==> src/alu_pkg.sv <==
`default_nettype none

package alu_pkg;

  localparam int DATA_W  = 16;
  localparam int SHAMT_W = 4;  // rotate count bits that matter
  localparam int OP_W    = 6;

  // opcode encoding of the instruction set
  typedef enum logic [OP_W-1:0] {
    OP_ADD = 6'd13,
    OP_SUB = 6'd14,
    OP_LSR = 6'd15,
    OP_LSL = 6'd16,
    OP_MUL = 6'd17,
    OP_CMP = 6'd20,  // flags only
    OP_INC = 6'd21,
    OP_DEC = 6'd22,
    OP_AND = 6'd23,
    OP_OR  = 6'd24,
    OP_XOR = 6'd25,
    OP_NOT = 6'd26,
    OP_RSR = 6'd27,  // rotate right
    OP_RSL = 6'd28   // rotate left
  } opcode_e;

  typedef logic signed [DATA_W-1:0] data_t;

  // bit 3 zero down to bit 0 overflow
  typedef struct packed {
    logic zero;
    logic neg;
    logic carry;
    logic ovf;
  } flags_t;

  typedef struct packed {
    opcode_e opcode;
    data_t   acc;
    data_t   x;
    data_t   y;
    data_t   imm;
    logic    ra;  // 1 selects y
  } alu_req_t;

  typedef struct packed {
    data_t a;
    data_t b;
  } operands_t;

  typedef struct packed {
    logic  hit;        // unit owns the opcode
    logic  write_res;  // low for compare
    data_t value;
    logic  carry;
    logic  ovf;
  } unit_result_t;

endpackage

`default_nettype wire
==> src/alu_top.sv <==
`default_nettype none

module alu_top
  import alu_pkg::*;
(
  input  logic     clk,
  input  logic     rst,
  input  logic     en,
  input  alu_req_t req,
  output data_t    res,
  output flags_t   flags,
  output logic     done
);

  operands_t    ops;
  unit_result_t arith;
  unit_result_t bits;

  operand_select operand_select_inst (
    .req (req),
    .ops (ops)
  );

  arith_unit arith_unit_inst (
    .opcode (req.opcode),
    .ops    (ops),
    .arith  (arith)
  );

  bitwise_unit bitwise_unit_inst (
    .opcode (req.opcode),
    .ops    (ops),
    .bits   (bits)
  );

  result_register result_register_inst (
    .clk   (clk),
    .rst   (rst),
    .en    (en),
    .arith (arith),
    .bits  (bits),
    .res   (res),
    .flags (flags),
    .done  (done)
  );

endmodule

`default_nettype wire

==> src/result_register.sv <==
`default_nettype none

module result_register
  import alu_pkg::*;
(
  input  logic         clk,
  input  logic         rst,
  input  logic         en,
  input  unit_result_t arith,
  input  unit_result_t bits,
  output data_t        res,
  output flags_t       flags,
  output logic         done
);

  unit_result_t sel;
  logic         any_hit;
  flags_t       next_flags;
  logic         flag_we;
  logic         res_we;

  // units never hit together
  assign sel     = arith.hit ? arith : bits;
  assign any_hit = arith.hit | bits.hit;

  always_comb begin
    next_flags.zero  = (sel.value == '0);
    next_flags.neg   = sel.value[DATA_W-1];
    next_flags.carry = sel.carry;
    next_flags.ovf   = sel.ovf;
  end

  assign flag_we = en && any_hit;  // unknown opcode keeps state
  assign res_we  = flag_we && sel.write_res;

  always_ff @(posedge clk) begin
    if (!rst) begin
      res   <= '0;
      flags <= '0;
      done  <= 1'b0;
    end else begin
      done <= en;  // every strobe answered
      if (flag_we) begin
        flags <= next_flags;
      end
      if (res_we) begin
        res <= sel.value;
      end
    end
  end

endmodule

`default_nettype wire

==> src/bitwise_unit.sv <==
`default_nettype none

module bitwise_unit
  import alu_pkg::*;
(
  input  opcode_e      opcode,
  input  operands_t    ops,
  output unit_result_t bits
);

  logic [DATA_W-1:0]   a_bits;
  logic [DATA_W-1:0]   b_bits;
  logic                shift_big;
  logic [SHAMT_W-1:0]  amt;
  logic [DATA_W-1:0]   shl;
  logic [DATA_W-1:0]   shr;
  logic [2*DATA_W-1:0] rot_dbl;
  logic [2*DATA_W-1:0] rot_r;
  logic [2*DATA_W-1:0] rot_l;

  assign a_bits = ops.a;
  assign b_bits = ops.b;
  assign amt    = b_bits[SHAMT_W-1:0];

  // any count of DATA_W or more shifts everything out
  assign shift_big = (b_bits[DATA_W-1:SHAMT_W] != '0);
  assign shl = shift_big ? '0 : (a_bits << amt);
  assign shr = shift_big ? '0 : (a_bits >> amt);

  // barrel rotate on a doubled word by count mod DATA_W
  assign rot_dbl = {a_bits, a_bits};
  assign rot_r   = rot_dbl >> amt;
  assign rot_l   = rot_dbl << amt;

  always_comb begin
    bits.hit       = 1'b1;
    bits.write_res = 1'b1;
    bits.carry     = 1'b0;
    bits.ovf       = 1'b0;
    case (opcode)
      OP_AND:  bits.value = a_bits & b_bits;
      OP_OR:   bits.value = a_bits | b_bits;
      OP_XOR:  bits.value = a_bits ^ b_bits;
      OP_NOT:  bits.value = ~a_bits;
      OP_LSL:  bits.value = shl;
      OP_LSR:  bits.value = shr;
      OP_RSR:  bits.value = rot_r[DATA_W-1:0];
      OP_RSL:  bits.value = rot_l[2*DATA_W-1:DATA_W];
      default: begin
        bits.hit       = 1'b0;  // not ours
        bits.write_res = 1'b0;
        bits.value     = '0;
      end
    endcase
  end

endmodule

`default_nettype wire

==> src/arith_unit.sv <==
`default_nettype none

module arith_unit
  import alu_pkg::*;
(
  input  opcode_e      opcode,
  input  operands_t    ops,
  output unit_result_t arith
);

  data_t                      op_a;
  data_t                      op_b;
  logic                       is_add;
  logic                       is_sub;
  logic                       is_mul;
  logic [DATA_W-1:0]          b_path;
  logic [DATA_W:0]            sum;
  logic                       add_ovf;
  logic signed [2*DATA_W-1:0] prod;
  logic                       mul_ovf;

  assign op_a = ops.a;
  assign op_b = ops.b;

  always_comb begin
    is_add = 1'b0;
    is_sub = 1'b0;
    is_mul = 1'b0;
    case (opcode)
      OP_ADD,
      OP_INC:  is_add = 1'b1;
      OP_SUB,
      OP_CMP,
      OP_DEC:  is_sub = 1'b1;
      OP_MUL:  is_mul = 1'b1;
      default: ;
    endcase
  end

  // subtract as a + ~b + 1 on the one adder
  assign b_path = is_sub ? ~op_b : op_b;
  assign sum = {1'b0, op_a} + {1'b0, b_path} + {{DATA_W{1'b0}}, is_sub};

  // operands agree in sign but result does not
  assign add_ovf = (op_a[DATA_W-1] == b_path[DATA_W-1]) &&
                   (sum[DATA_W-1] != op_a[DATA_W-1]);

  assign prod = op_a * op_b;

  // upper half plus sign bit of low half must all match
  assign mul_ovf = (prod[2*DATA_W-1:DATA_W-1] != '0) &&
                   (prod[2*DATA_W-1:DATA_W-1] != '1);

  always_comb begin
    arith.hit       = is_add | is_sub | is_mul;
    arith.write_res = arith.hit && (opcode != OP_CMP);
    arith.value     = '0;
    arith.carry     = 1'b0;
    arith.ovf       = 1'b0;
    if (is_mul) begin
      arith.value = prod[DATA_W-1:0];
      arith.ovf   = mul_ovf;  // carry stays clear
    end else if (is_add || is_sub) begin
      arith.value = sum[DATA_W-1:0];
      arith.carry = is_sub ? ~sum[DATA_W] : sum[DATA_W];  // borrow when a < b
      arith.ovf   = add_ovf;
    end
  end

endmodule

`default_nettype wire

==> src/operand_select.sv <==
`default_nettype none

module operand_select
  import alu_pkg::*;
(
  input  alu_req_t  req,
  output operands_t ops
);

  data_t reg_word;
  logic  imm_zero;
  logic  unary_op;

  assign reg_word = req.ra ? req.y : req.x;
  assign imm_zero = (req.imm == '0);

  // single operand ops work on the register word
  always_comb begin
    case (req.opcode)
      OP_INC,
      OP_DEC,
      OP_NOT:  unary_op = 1'b1;
      default: unary_op = 1'b0;
    endcase
  end

  always_comb begin
    if (unary_op) begin
      ops.a = reg_word;
      ops.b = data_t'(1);
    end else if (imm_zero) begin
      ops.a = req.acc;  // acc against register
      ops.b = reg_word;
    end else begin
      ops.a = reg_word;  // register against immediate
      ops.b = req.imm;
    end
  end

endmodule

`default_nettype wire

==> config.mk <==
export PLATFORM = sky130hd
export DESIGN_NAME = alu_top
export DESIGN_NICKNAME = d
export VERILOG_FILES = /design/src/alu_pkg.sv /design/src/alu_top.sv /design/src/result_register.sv /design/src/bitwise_unit.sv /design/src/arith_unit.sv /design/src/operand_select.sv
export SDC_FILE = /design/constraint.sdc
export NUM_CORES = 1
export LEC_CHECK = 0
export BUFFER_PORTS_ARGS = -buffer_cell sky130_fd_sc_hd__buf_2
export CAP_MARGIN = 25
export CORE_MARGIN = 2
export CORE_UTILIZATION = 40
export DETAILED_ROUTE_END_ITERATION = 6
export GPL_TIMING_DRIVEN = 0
export PLACE_DENSITY = 0.64
export SLEW_MARGIN = 20
export SYNTH_ARGS = -nofsm -noshare
export SYNTH_HDL_FRONTEND = slang
export SYNTH_SLANG_ARGS = --single-unit
==> constraint.sdc <==
create_clock -name clk -period 18 [get_ports clk]
set_clock_uncertainty 0.15 [all_clocks]
set_input_delay 2.7 -clock clk [delete_from_list [all_inputs] [get_ports clk]]
set_output_delay 2.7 -clock clk [all_outputs]
set_load 0.005 [all_outputs]
=== After elaboration in Yosys (flattened, before gate mapping) ===
Cells that the tools add are included.

* Bits in registers: 21
* Latch bits: 0
* RAM bits: 0
* ROM bits: 0
* Bits of input ports: 74
* Output and inout port bits: 21
* Memories kept: 0

* Add/sub/neg operators: 2
* Multiply operators: 1
* Divide/modulo/power cells: 0
* $lt $le $gt $ge: 0
* Equality and inequality tests: 18
* Shift operators: 4
* Multiplexer cells: 18
* Bitwise operators: 9
* Reduce and logical (&&, ||, !) cells: 14

{| class="wikitable"
|+ Operators by type and width
! cell !! count
|-
| $pmux W16 S8 || 1
|-
| $mux W16 || 5
|-
| $eq A6 B5 Y1 const B || 11
|-
| $mux W32 || 2
|-
| $logic_not A16 Y1 || 2
|-
| $mul A16 B16 Y32 || 1
|-
| $not A16 Y16 || 2
|-
| $shl A32 B4 Y32 || 1
|-
| $shr A32 B4 Y16 || 1
|-
| $mux W19 || 1
|-
| $eq A6 B4 Y1 const B || 3
|-
| $mux W18 || 1
|-
| $add A16 B16 Y17 || 1
|-
| $add A17 B1 Y17 || 1
|-
| $ne A17 B17 Y1 const B || 1
|-
| $reduce_bool A17 Y1 || 1
|-
| $and A16 B16 Y16 || 1
|-
| $or A16 B16 Y16 || 1
|-
| $shl A16 B4 Y16 || 1
|-
| $shr A16 B4 Y16 || 1
|-
| $xor A16 B16 Y16 || 1
|-
| $reduce_bool A12 Y1 || 1
|-
| $reduce_or A8 Y1 || 1
|-
| $mux W1 || 7
|-
| other kinds (10) || 17
|}

=== Depth between registers and ports, before layout ===
Gate-level depths: netlist of run 1.

* Word-level depth: 14
* Mapped depth: 39
* Depth with buffers taken out: 33

=== Modules after synthesis ===
A second synthesis of run 1 with hierarchy kept.

* Cell total of the unflattened synthesis: 1915
* Area, all modules: 16709.8 um^2

{| class="wikitable"
|+ Modules (own cells, without submodules)
! module !! times used !! cells each !! area each (um^2)
|-
| arith_unit || 1 || 1259 || 11118.2
|-
| bitwise_unit || 1 || 471 || 3838.7
|-
| result_register || 1 || 103 || 1056.0
|-
| operand_select || 1 || 82 || 696.9
|}

=== Least setup slack after synthesis of run 1 ===
Ideal clock, no wire load.

* Path kind: input -> register
* Start point: input req[2] in the netlist's numbering
* End point: register, netlist name result_register_inst.flags[0]
* Data arrival time: 11176 ps
* Data required time: 17734 ps
* Slack: 6558 ps
* Stages: 33
* Buffers on the path: 6
* Cells stage by stage: buf_2 > nor4_4 > and4_1 > buf_4 > buf_4 > a21oi_1 > nor2_1 > clkbuf_1 > clkbuf_1 > buf_1 > nand2_1 > fa_1 > fa_1 > fa_1 > fa_1 > inv_1 > fa_1 > inv_1 > fa_1 > inv_1 > ha_1 > or4_1 > o2111ai_1 > a31oi_1 > o2111ai_1 > nand3_1 > o41a_1 > a221o_1 > a21oi_1 > xnor2_1 > nand4_1 > or4_1 > a31o_2

* Cells in the longest elaborated chain, start to end: 12

{| class="wikitable"
|+ RTL lines
! item !! RTL line !! text
|-
| from (decl) || alu_top.sv:9 || <nowiki>input alu_req_t req,</nowiki>
|-
| $logic_not A16 Y1 || operand_select.sv:15 || <nowiki>assign imm_zero = (req.imm == '0);</nowiki>
|-
| $mux W32 * || operand_select.sv:31 || <nowiki>end else if (imm_zero) begin</nowiki>
|-
| $mux W32 * || operand_select.sv:28 || <nowiki>if (unary_op) begin</nowiki>
|-
| parallel branches: the longest is 7 deep, another holds $mul A16 B16 Y32 || n/a ||
|-
| $mux W1 * || arith_unit.sv:60 || <nowiki>if (is_mul) begin</nowiki>
|-
| $mux W19 * || result_register.sv:23 || <nowiki>assign sel = arith.hit ? arith : bits;</nowiki>
|}

Every way passes the cells marked *.
A chain may end at the register's enable or synchronous reset.

=== Worst setup path in the final report of run 1 ===
* Start point: input req[15] in the netlist's numbering
* End point: register, netlist name result_register_inst.flags[0]

* Cells in the longest elaborated chain, start to end: 12

{| class="wikitable"
|+ RTL lines
! item !! RTL line
|-
| $logic_not A16 Y1 || operand_select.sv:15
|-
| $mux W32 * || operand_select.sv:31
|-
| $mux W32 * || operand_select.sv:28
|-
| parallel branches: the longest is 7 deep, another holds $mul A16 B16 Y32 || n/a
|-
| $mux W1 * || arith_unit.sv:60
|-
| $mux W19 * || result_register.sv:23
|}

Marked as above.

==> results.md, run 1 <==
- Status: finished, final reports clean
- TritonCTS Sinks: 21
- Commonest cells after routing, fill and taps aside: inv_1, fa_1, nand2_1, nor2_1, ha_1
- Via count: 15,800
- Post-DRT Antenna Nets: 0
- Max frequency: 71.9 MHz
- CP max stage delay: 0.79 ns
- Worst Path Class, Setup: in -> reg
- Post-CTS setup buffer count: 0
- Root Buffer: clkbuf_16
- WP buf/inv: 9
- Core Box Area: 0.0395 sq mm
- Crit path time final: 13.92 ns
- Worst EP arrival: 13.92 ns
- R2R Path Start: result_register_inst.res[4]
- Hold-fix buffers, CTS: 0
- Measured slew at the worst slew-check pin: 1.20 ns
- CP top delay family: simple AND/OR/NAND/NOR gates
- Num CTS Buffers: 3
- Rel. slew slack: 17.4%
- WL final: 68,200 microns
- Post-Syn Nets: 2,454
- Inserted Diodes: 0
- RSZ-0062 raised after global routing: false
- Drt first pass iters: 6
- Nets@finish: 2,550
- Worst Hold Path EP: result_register_inst.res[10]
- Yosys cell types: 95
- CP max stage cell: xnor2_1
- # IOs: 95
- Hold Vio Cnt, Final: 0
- Vias in the first global route: 16,000
- Main synth FF type: dfxtp_1
- H-tree depth: 1
- YS warnings: 0
- Setup TNS: 0 ns
- Post-Synthesis Cells: 1,986
- Initial antenna violation count: 1
- WL/cell: 26.2 microns
- DIE AREA: 0.0415 sq mm
- Deepest clock path buffer count: 2
- Synthesized area: 0.0160 sq mm
- Die Wd: 204 microns
- Inst Count DP: 2,601
- Most used cell, CP: fa_1
- Flops & latches, synth: 21
- Clk_lat worst skew: 0.25 ns
- Die Ht: 204 microns
- CTS tree: built
- First-pass GRT wire length: 103,000 microns
- Seq/Total Area, Yosys: 2.63%
- R2R cell count: 2
- Period utilisation layout: 77.3%
- Largest net degree at the start of global routing: 14
- Final std cells w/o fill: 2,606
- Initial Utilization: 40.4%
- Max-Cap Viols: 0
- Critical Path RT: 18.00 ns
- Worst min-delay path category: reg -> reg
- Port Buffers: 89
- DPL Wire Length: 57,900 microns
- Area grow syn2layout: 7.59%
- GRT Total Usage: 33.1%
- Num rows: 73
- Worst Setup SP: req[15]
- R2r endpoint: result_register_inst.res[4]
- Synth async-reset ratio: 0%
- Drt drc: 0
- Hold_sp: result_register_inst.res[10]
- FILL cells: 4,096
- Resized cells post-CTS: 0
- Final setup vio count: 0
- GRT overflow: 0
- Critical path startpoint category: input port
- Commonest non-fill, non-tap cell in the layout: inv_1
- Synthesized area per cell: 8.04 sq um
- RD Place Congestion: 1.03
- Max FO, Critical Path: 10
- Worst Hold Path Cells: 1
- Layout cells sized above 1: 8.75%
- Critical Path Sink Type: flop
- R2r setup slk: 17.01 ns
- 1st-iter DRT viols: 1,558
- Clock transition at the registers of the reported paths: 0.06 ns
- Number of flops mapped to enable cells by yosys: 0
- Slew Viols, Final: 0
- Post-DR vias/cell: 6.06
==> cell usage after synthesis (all sizes together) (9+ instances only) <==
library cell  count  area [sq um]
nor3             29           150
o211a            16           160
ha              131          1640
o2111ai          13           114
nand3            49           263
nor4             17           179
a31oi            15          93.8
a21o             18           135
o211ai           17           128
and3              9          56.3
a21oi            71           355
dfxtp            21           420
clkbuf           64           240
inv             300          1130
mux2i            28           284
buf              37           181
nand4            12          75.1
o21a             25           188
a211oi           28           210
nand2           240           903
mux2             16           180
a22oi            22           179
nand2b           12          75.1
fa              263          5270
o221ai           13           120
xor2             22           193
o22ai            14          93.8
o21ai            75           383
nor2            209           785
a2bb2oi          17           149
xnor2            42           375
==> layer usage <==
metal | share of wire (%) | global-route usage [%] | wire (microns) | vias to the layer above
li1 | - | - | - | 6887
met3 | 8.9 | 5.26 | 6050 | 196
met2 | 46 | 54.4 | 31300 | 908
met5 | 0 | 0 | 0 | -
met1 | 40 | 43.2 | 27100 | 7792
met4 | 5.5 | 14.2 | 3720 | 0
==> worst max path at each step <==
stage                                    endpoint  slack, ns  depth (start not counted)
floorplan           result_register_inst.flags[0]       6.56                         33
global placement    result_register_inst.flags[0]       3.75                         32
finish              result_register_inst.flags[0]       4.08                         33
CTS                 result_register_inst.flags[0]       4.07                         32
global route        result_register_inst.flags[0]       3.60                         33
detailed placement  result_register_inst.flags[0]       3.84                         32
==> logic make-up (layout without fill, tap and decap cells) <==
logic type	count (synthesis)	count (layout)	synth area share, %
AND/OR/NAND/NOR	627	627	18.1
AO/OA/AOI/OAI	426	426	19.5
buffers and inverters	408	503	9.86
adder cells (fa/ha/maj)	394	394	43.2
XOR/XNOR	64	64	3.56
multiplexers	46	46	3.19
flip-flops	21	21	2.63
==> worst reg2reg max path, stage by stage (launching register included) <==
cell and delay (ns):
dfxtp_1 0.31, or2_2 0.29, o211a_1 0.13
==> area by class of cell <==
| type | instances | area (sq um) | area share [%] |
|---|---|---|---|
| well taps | 525 | 657 | 3.82 |
| flip-flops and latches | 21 | 420 | 2.45 |
| multi-input cells | 1557 | 14000 | 81.4 |
| inverters | 307 | 1150 | 6.71 |
| clock inverters | 1 | 7.51 | 0.0437 |
| clock buffers | 3 | 75.1 | 0.437 |
| plain buffers | 101 | 422 | 2.45 |
| repair buffers | 91 | 460 | 2.68 |
==> sequential cells by signal, indices dropped and copies added (netlist names) <==
| signal | cells |
|---|---|
| result_register_inst.res | 16 |
| result_register_inst.flags | 4 |
| result_register_inst.done | 1 |
==> per-stage QoR <==
| step | utilization, % | hold slack, ns | worst slack [ns] | cell area (sq um) |
|---|---|---|---|---|
| after detailed placement | 43.2 | 0.331 | 3.84 | 17100 |
| final | 43.4 | 0.341 | 4.08 | 17200 |
| after global routing | 43.4 | 0.358 | 3.60 | 17200 |
| after global placement | 43.2 | 0.329 | 3.75 | 17100 |
| after floorplan | - | 0.327 | 6.56 | 16000 |
| after CTS | 43.4 | 0.344 | 4.07 | 17200 |
Power of run 1 is not shown: default switching activity piles up to over one toggle a cycle in this logic, so the estimate is an artifact.
==> inputs of run 2 (changes only) <==
==> constraint.sdc (replaced) <==
create_clock -name clk -period 12.93 [get_ports clk]
set_clock_uncertainty 0.15 [all_clocks]
set_input_delay 1.9395 -clock clk [delete_from_list [all_inputs] [get_ports clk]]
set_output_delay 1.9395 -clock clk [all_outputs]
set_load 0.005 [all_outputs]
==> run 2 against run 1 <==
Critical path depth stayed put. Routed wire length hardly changed. Register-to-register slack worse by 5.1 ns. Non-clock buffer count is 4 lower. Core utilization hardly changed. Via count is 0.15% higher. Hold slack better by 0.0038 ns. Final cell count is 0.15% lower. First-iteration DRC count is 5.5% higher. Die area stayed put. Design area hardly changed. Critical endpoint unchanged.
==> results.md, run 2 (synthesis gave the netlist of run 1 again) <==
- Most used cell, CP: fa_1
- # IOs: 95 (unchanged)
- Area grow syn2layout: 7.62% (about the same)
- Final std cells w/o fill: 2,602 (-0.15%)
- Critical path startpoint category: input port
- CTS tree: built
- Setup TNS: 0 ns (unchanged)
- Num rows: 73 (unchanged)
- DP Area: 0.0171 sq mm (unchanged)
- Num CTS Buffers: 3 (unchanged)
- Hold Vio Cnt, Final: 0 (unchanged)
- Slew Viols, Final: 0 (unchanged)
- Layout cells sized above 1: 9.10% (+0.35 points)
- Critical Path RT: 12.93 ns (-5.07 ns)
- Commonest non-fill, non-tap cell in the layout: inv_1
- Largest net degree at the start of global routing: 14 (unchanged)
- Via count: 15,800 (+0.15%)
- FILL cells: 4,094 (-0.049%)
- DP Worst Slack: -0.470 ns (-4.31 ns)
- Commonest cells after routing, fill and taps aside: inv_1, fa_1, nand2_1, nor2_1, ha_1
- Worst EP arrival: 12.55 ns (-1.37 ns)
- Post-CTS setup buffer count: 0 (unchanged)
- Nets@finish: 2,546 (-0.16%)
- Clk_lat worst skew: 0.25 ns (about the same)
- Final worst slack: 0.381 ns (-3.70 ns)
- Post-DRT Antenna Nets: 0 (unchanged)
- TritonCTS Sinks: 21 (unchanged)
- Sequential Area: 420 sq um (unchanged)
- Worst min-delay path category: reg -> reg
- RD Place Congestion: 1.03 (unchanged)
- Final setup vio count: 0 (unchanged)
- Post-route design area: 0.0172 sq mm (about the same)
- CP max stage delay: 0.78 ns (about the same)
- Initial antenna violation count: 0 (-1)
- First-pass GRT wire length: 103,000 microns (about the same)
- GRT overflow: 0 (unchanged)
- RSZ-0062 raised after global routing: false
- DIE AREA: 0.0415 sq mm (unchanged)
- Clock transition at the registers of the reported paths: 0.06 ns (about the same)
- Deepest clock path buffer count: 2 (unchanged)
- Status: finished, final reports clean
- Rel. slew slack: 18.5% (+1.1 points)
- Die Ht: 204 microns (unchanged)
- GRT Total Usage: 33.1% (about the same)
- Core Box Area: 0.0395 sq mm (unchanged)
- Inserted Diodes: 0 (unchanged)
- Die Wd: 204 microns (unchanged)
- Max-Cap Viols: 0 (unchanged)
- 1st-iter DRT viols: 1,644 (+5.5%)
- Inst Count DP: 2,601 (unchanged)
- Largest regs: result_register_inst.res: 16 flops, result_register_inst.flags: 4 flops, result_register_inst.done: 1 flops
- Drt first pass iters: 6 (unchanged)
- CP max stage cell: buf_1
- Root Buffer: clkbuf_16
- Post-DR vias/cell: 6.07 (+0.30%)
- WL final: 68,100 microns (about the same)
- Port Buffers: 89 (unchanged)
- Worst Path Class, Setup: in -> reg
- H-tree depth: 1 (unchanged)
- Initial Utilization: 40.4% (unchanged)
- Critical Path Sink Type: flop
- Max frequency: 79.7 MHz
- Crit path time final: 12.55 ns
- Vias in the first global route: 16,000 (+0.0062%)
- Period utilisation layout: 97.1%
- Area of the multi-input gates: 0.0140 sq mm (about the same)
- DPL Wire Length: 57,900 microns (unchanged)
- WL/cell: 26.2 microns (+0.11%)
- Drt drc: 0 (unchanged)
- Measured slew at the worst slew-check pin: 1.19 ns (-0.0162 ns)
- Max FO, Critical Path: 10 (unchanged)
- Top reg by flops: result_register_inst.res
- Number of flip-flops in the largest register: 16 (unchanged)
- Hold-fix buffers, CTS: 0 (unchanged)
-- run 2: metrics by stage --
stage,util [%],hold WS (ns)
after floorplan,-,0.327
after global placement,43.2,0.329
after detailed placement,43.2,0.331
after CTS,43.4,0.344
after global routing,43.4,0.358
final,43.4,0.345
-- run 2: cell type report --
type	count	area share [%]
multi-input combinational	1557	81.5
inverter	307	6.73
tap	525	3.82
timing repair buffer	91	2.68
sequential	21	2.45
buffer	97	2.39
clock buffer	3	0.437
clock inverter	1	0.0437
-- run 2: critical path: cells and delay by family --
kind / cells / cell delay [ns]
AOI/OAI and AO/OA: 8 / 2.40
xor gates and xnor gates: 1 / 0.23
adders and majority gates: 7 / 3.62
buffers and inverters: 8 / 2.19
and+or+nand+nor: 9 / 2.14
-- run 2: worst paths after layout --
| path | slack (ns) | from | to | cells after the start |
|---|---|---|---|---|
| worst min-delay path | 0.34 | result_register_inst.res[10] | result_register_inst.res[10] | 1 |
| worst min register to register | 0.34 | result_register_inst.res[10] | result_register_inst.res[10] | 1 |
| worst max register to register | 11.94 | result_register_inst.res[4] | result_register_inst.res[4] | 2 |
| worst max-delay path | 0.38 | req[2] | result_register_inst.flags[0] | 33 |
-- run 2: per-layer routing --
metal / routed length (microns) / track usage (%) / up-vias
li1: - / - / 6884
met1: 27300 / 43.2 / 7815
met2: 31100 / 54.4 / 904
met3: 5890 / 5.26 / 203
met4: 3800 / 14.2 / 0
met5: 0 / 0 / -
-- run 2: repair_timing --
action,CTS,global route
pin swaps,0,0
resized for setup,2,8
cloned,0,0
endpoints found under the setup margin,1,1
Power of run 2 is left out for the same reason.
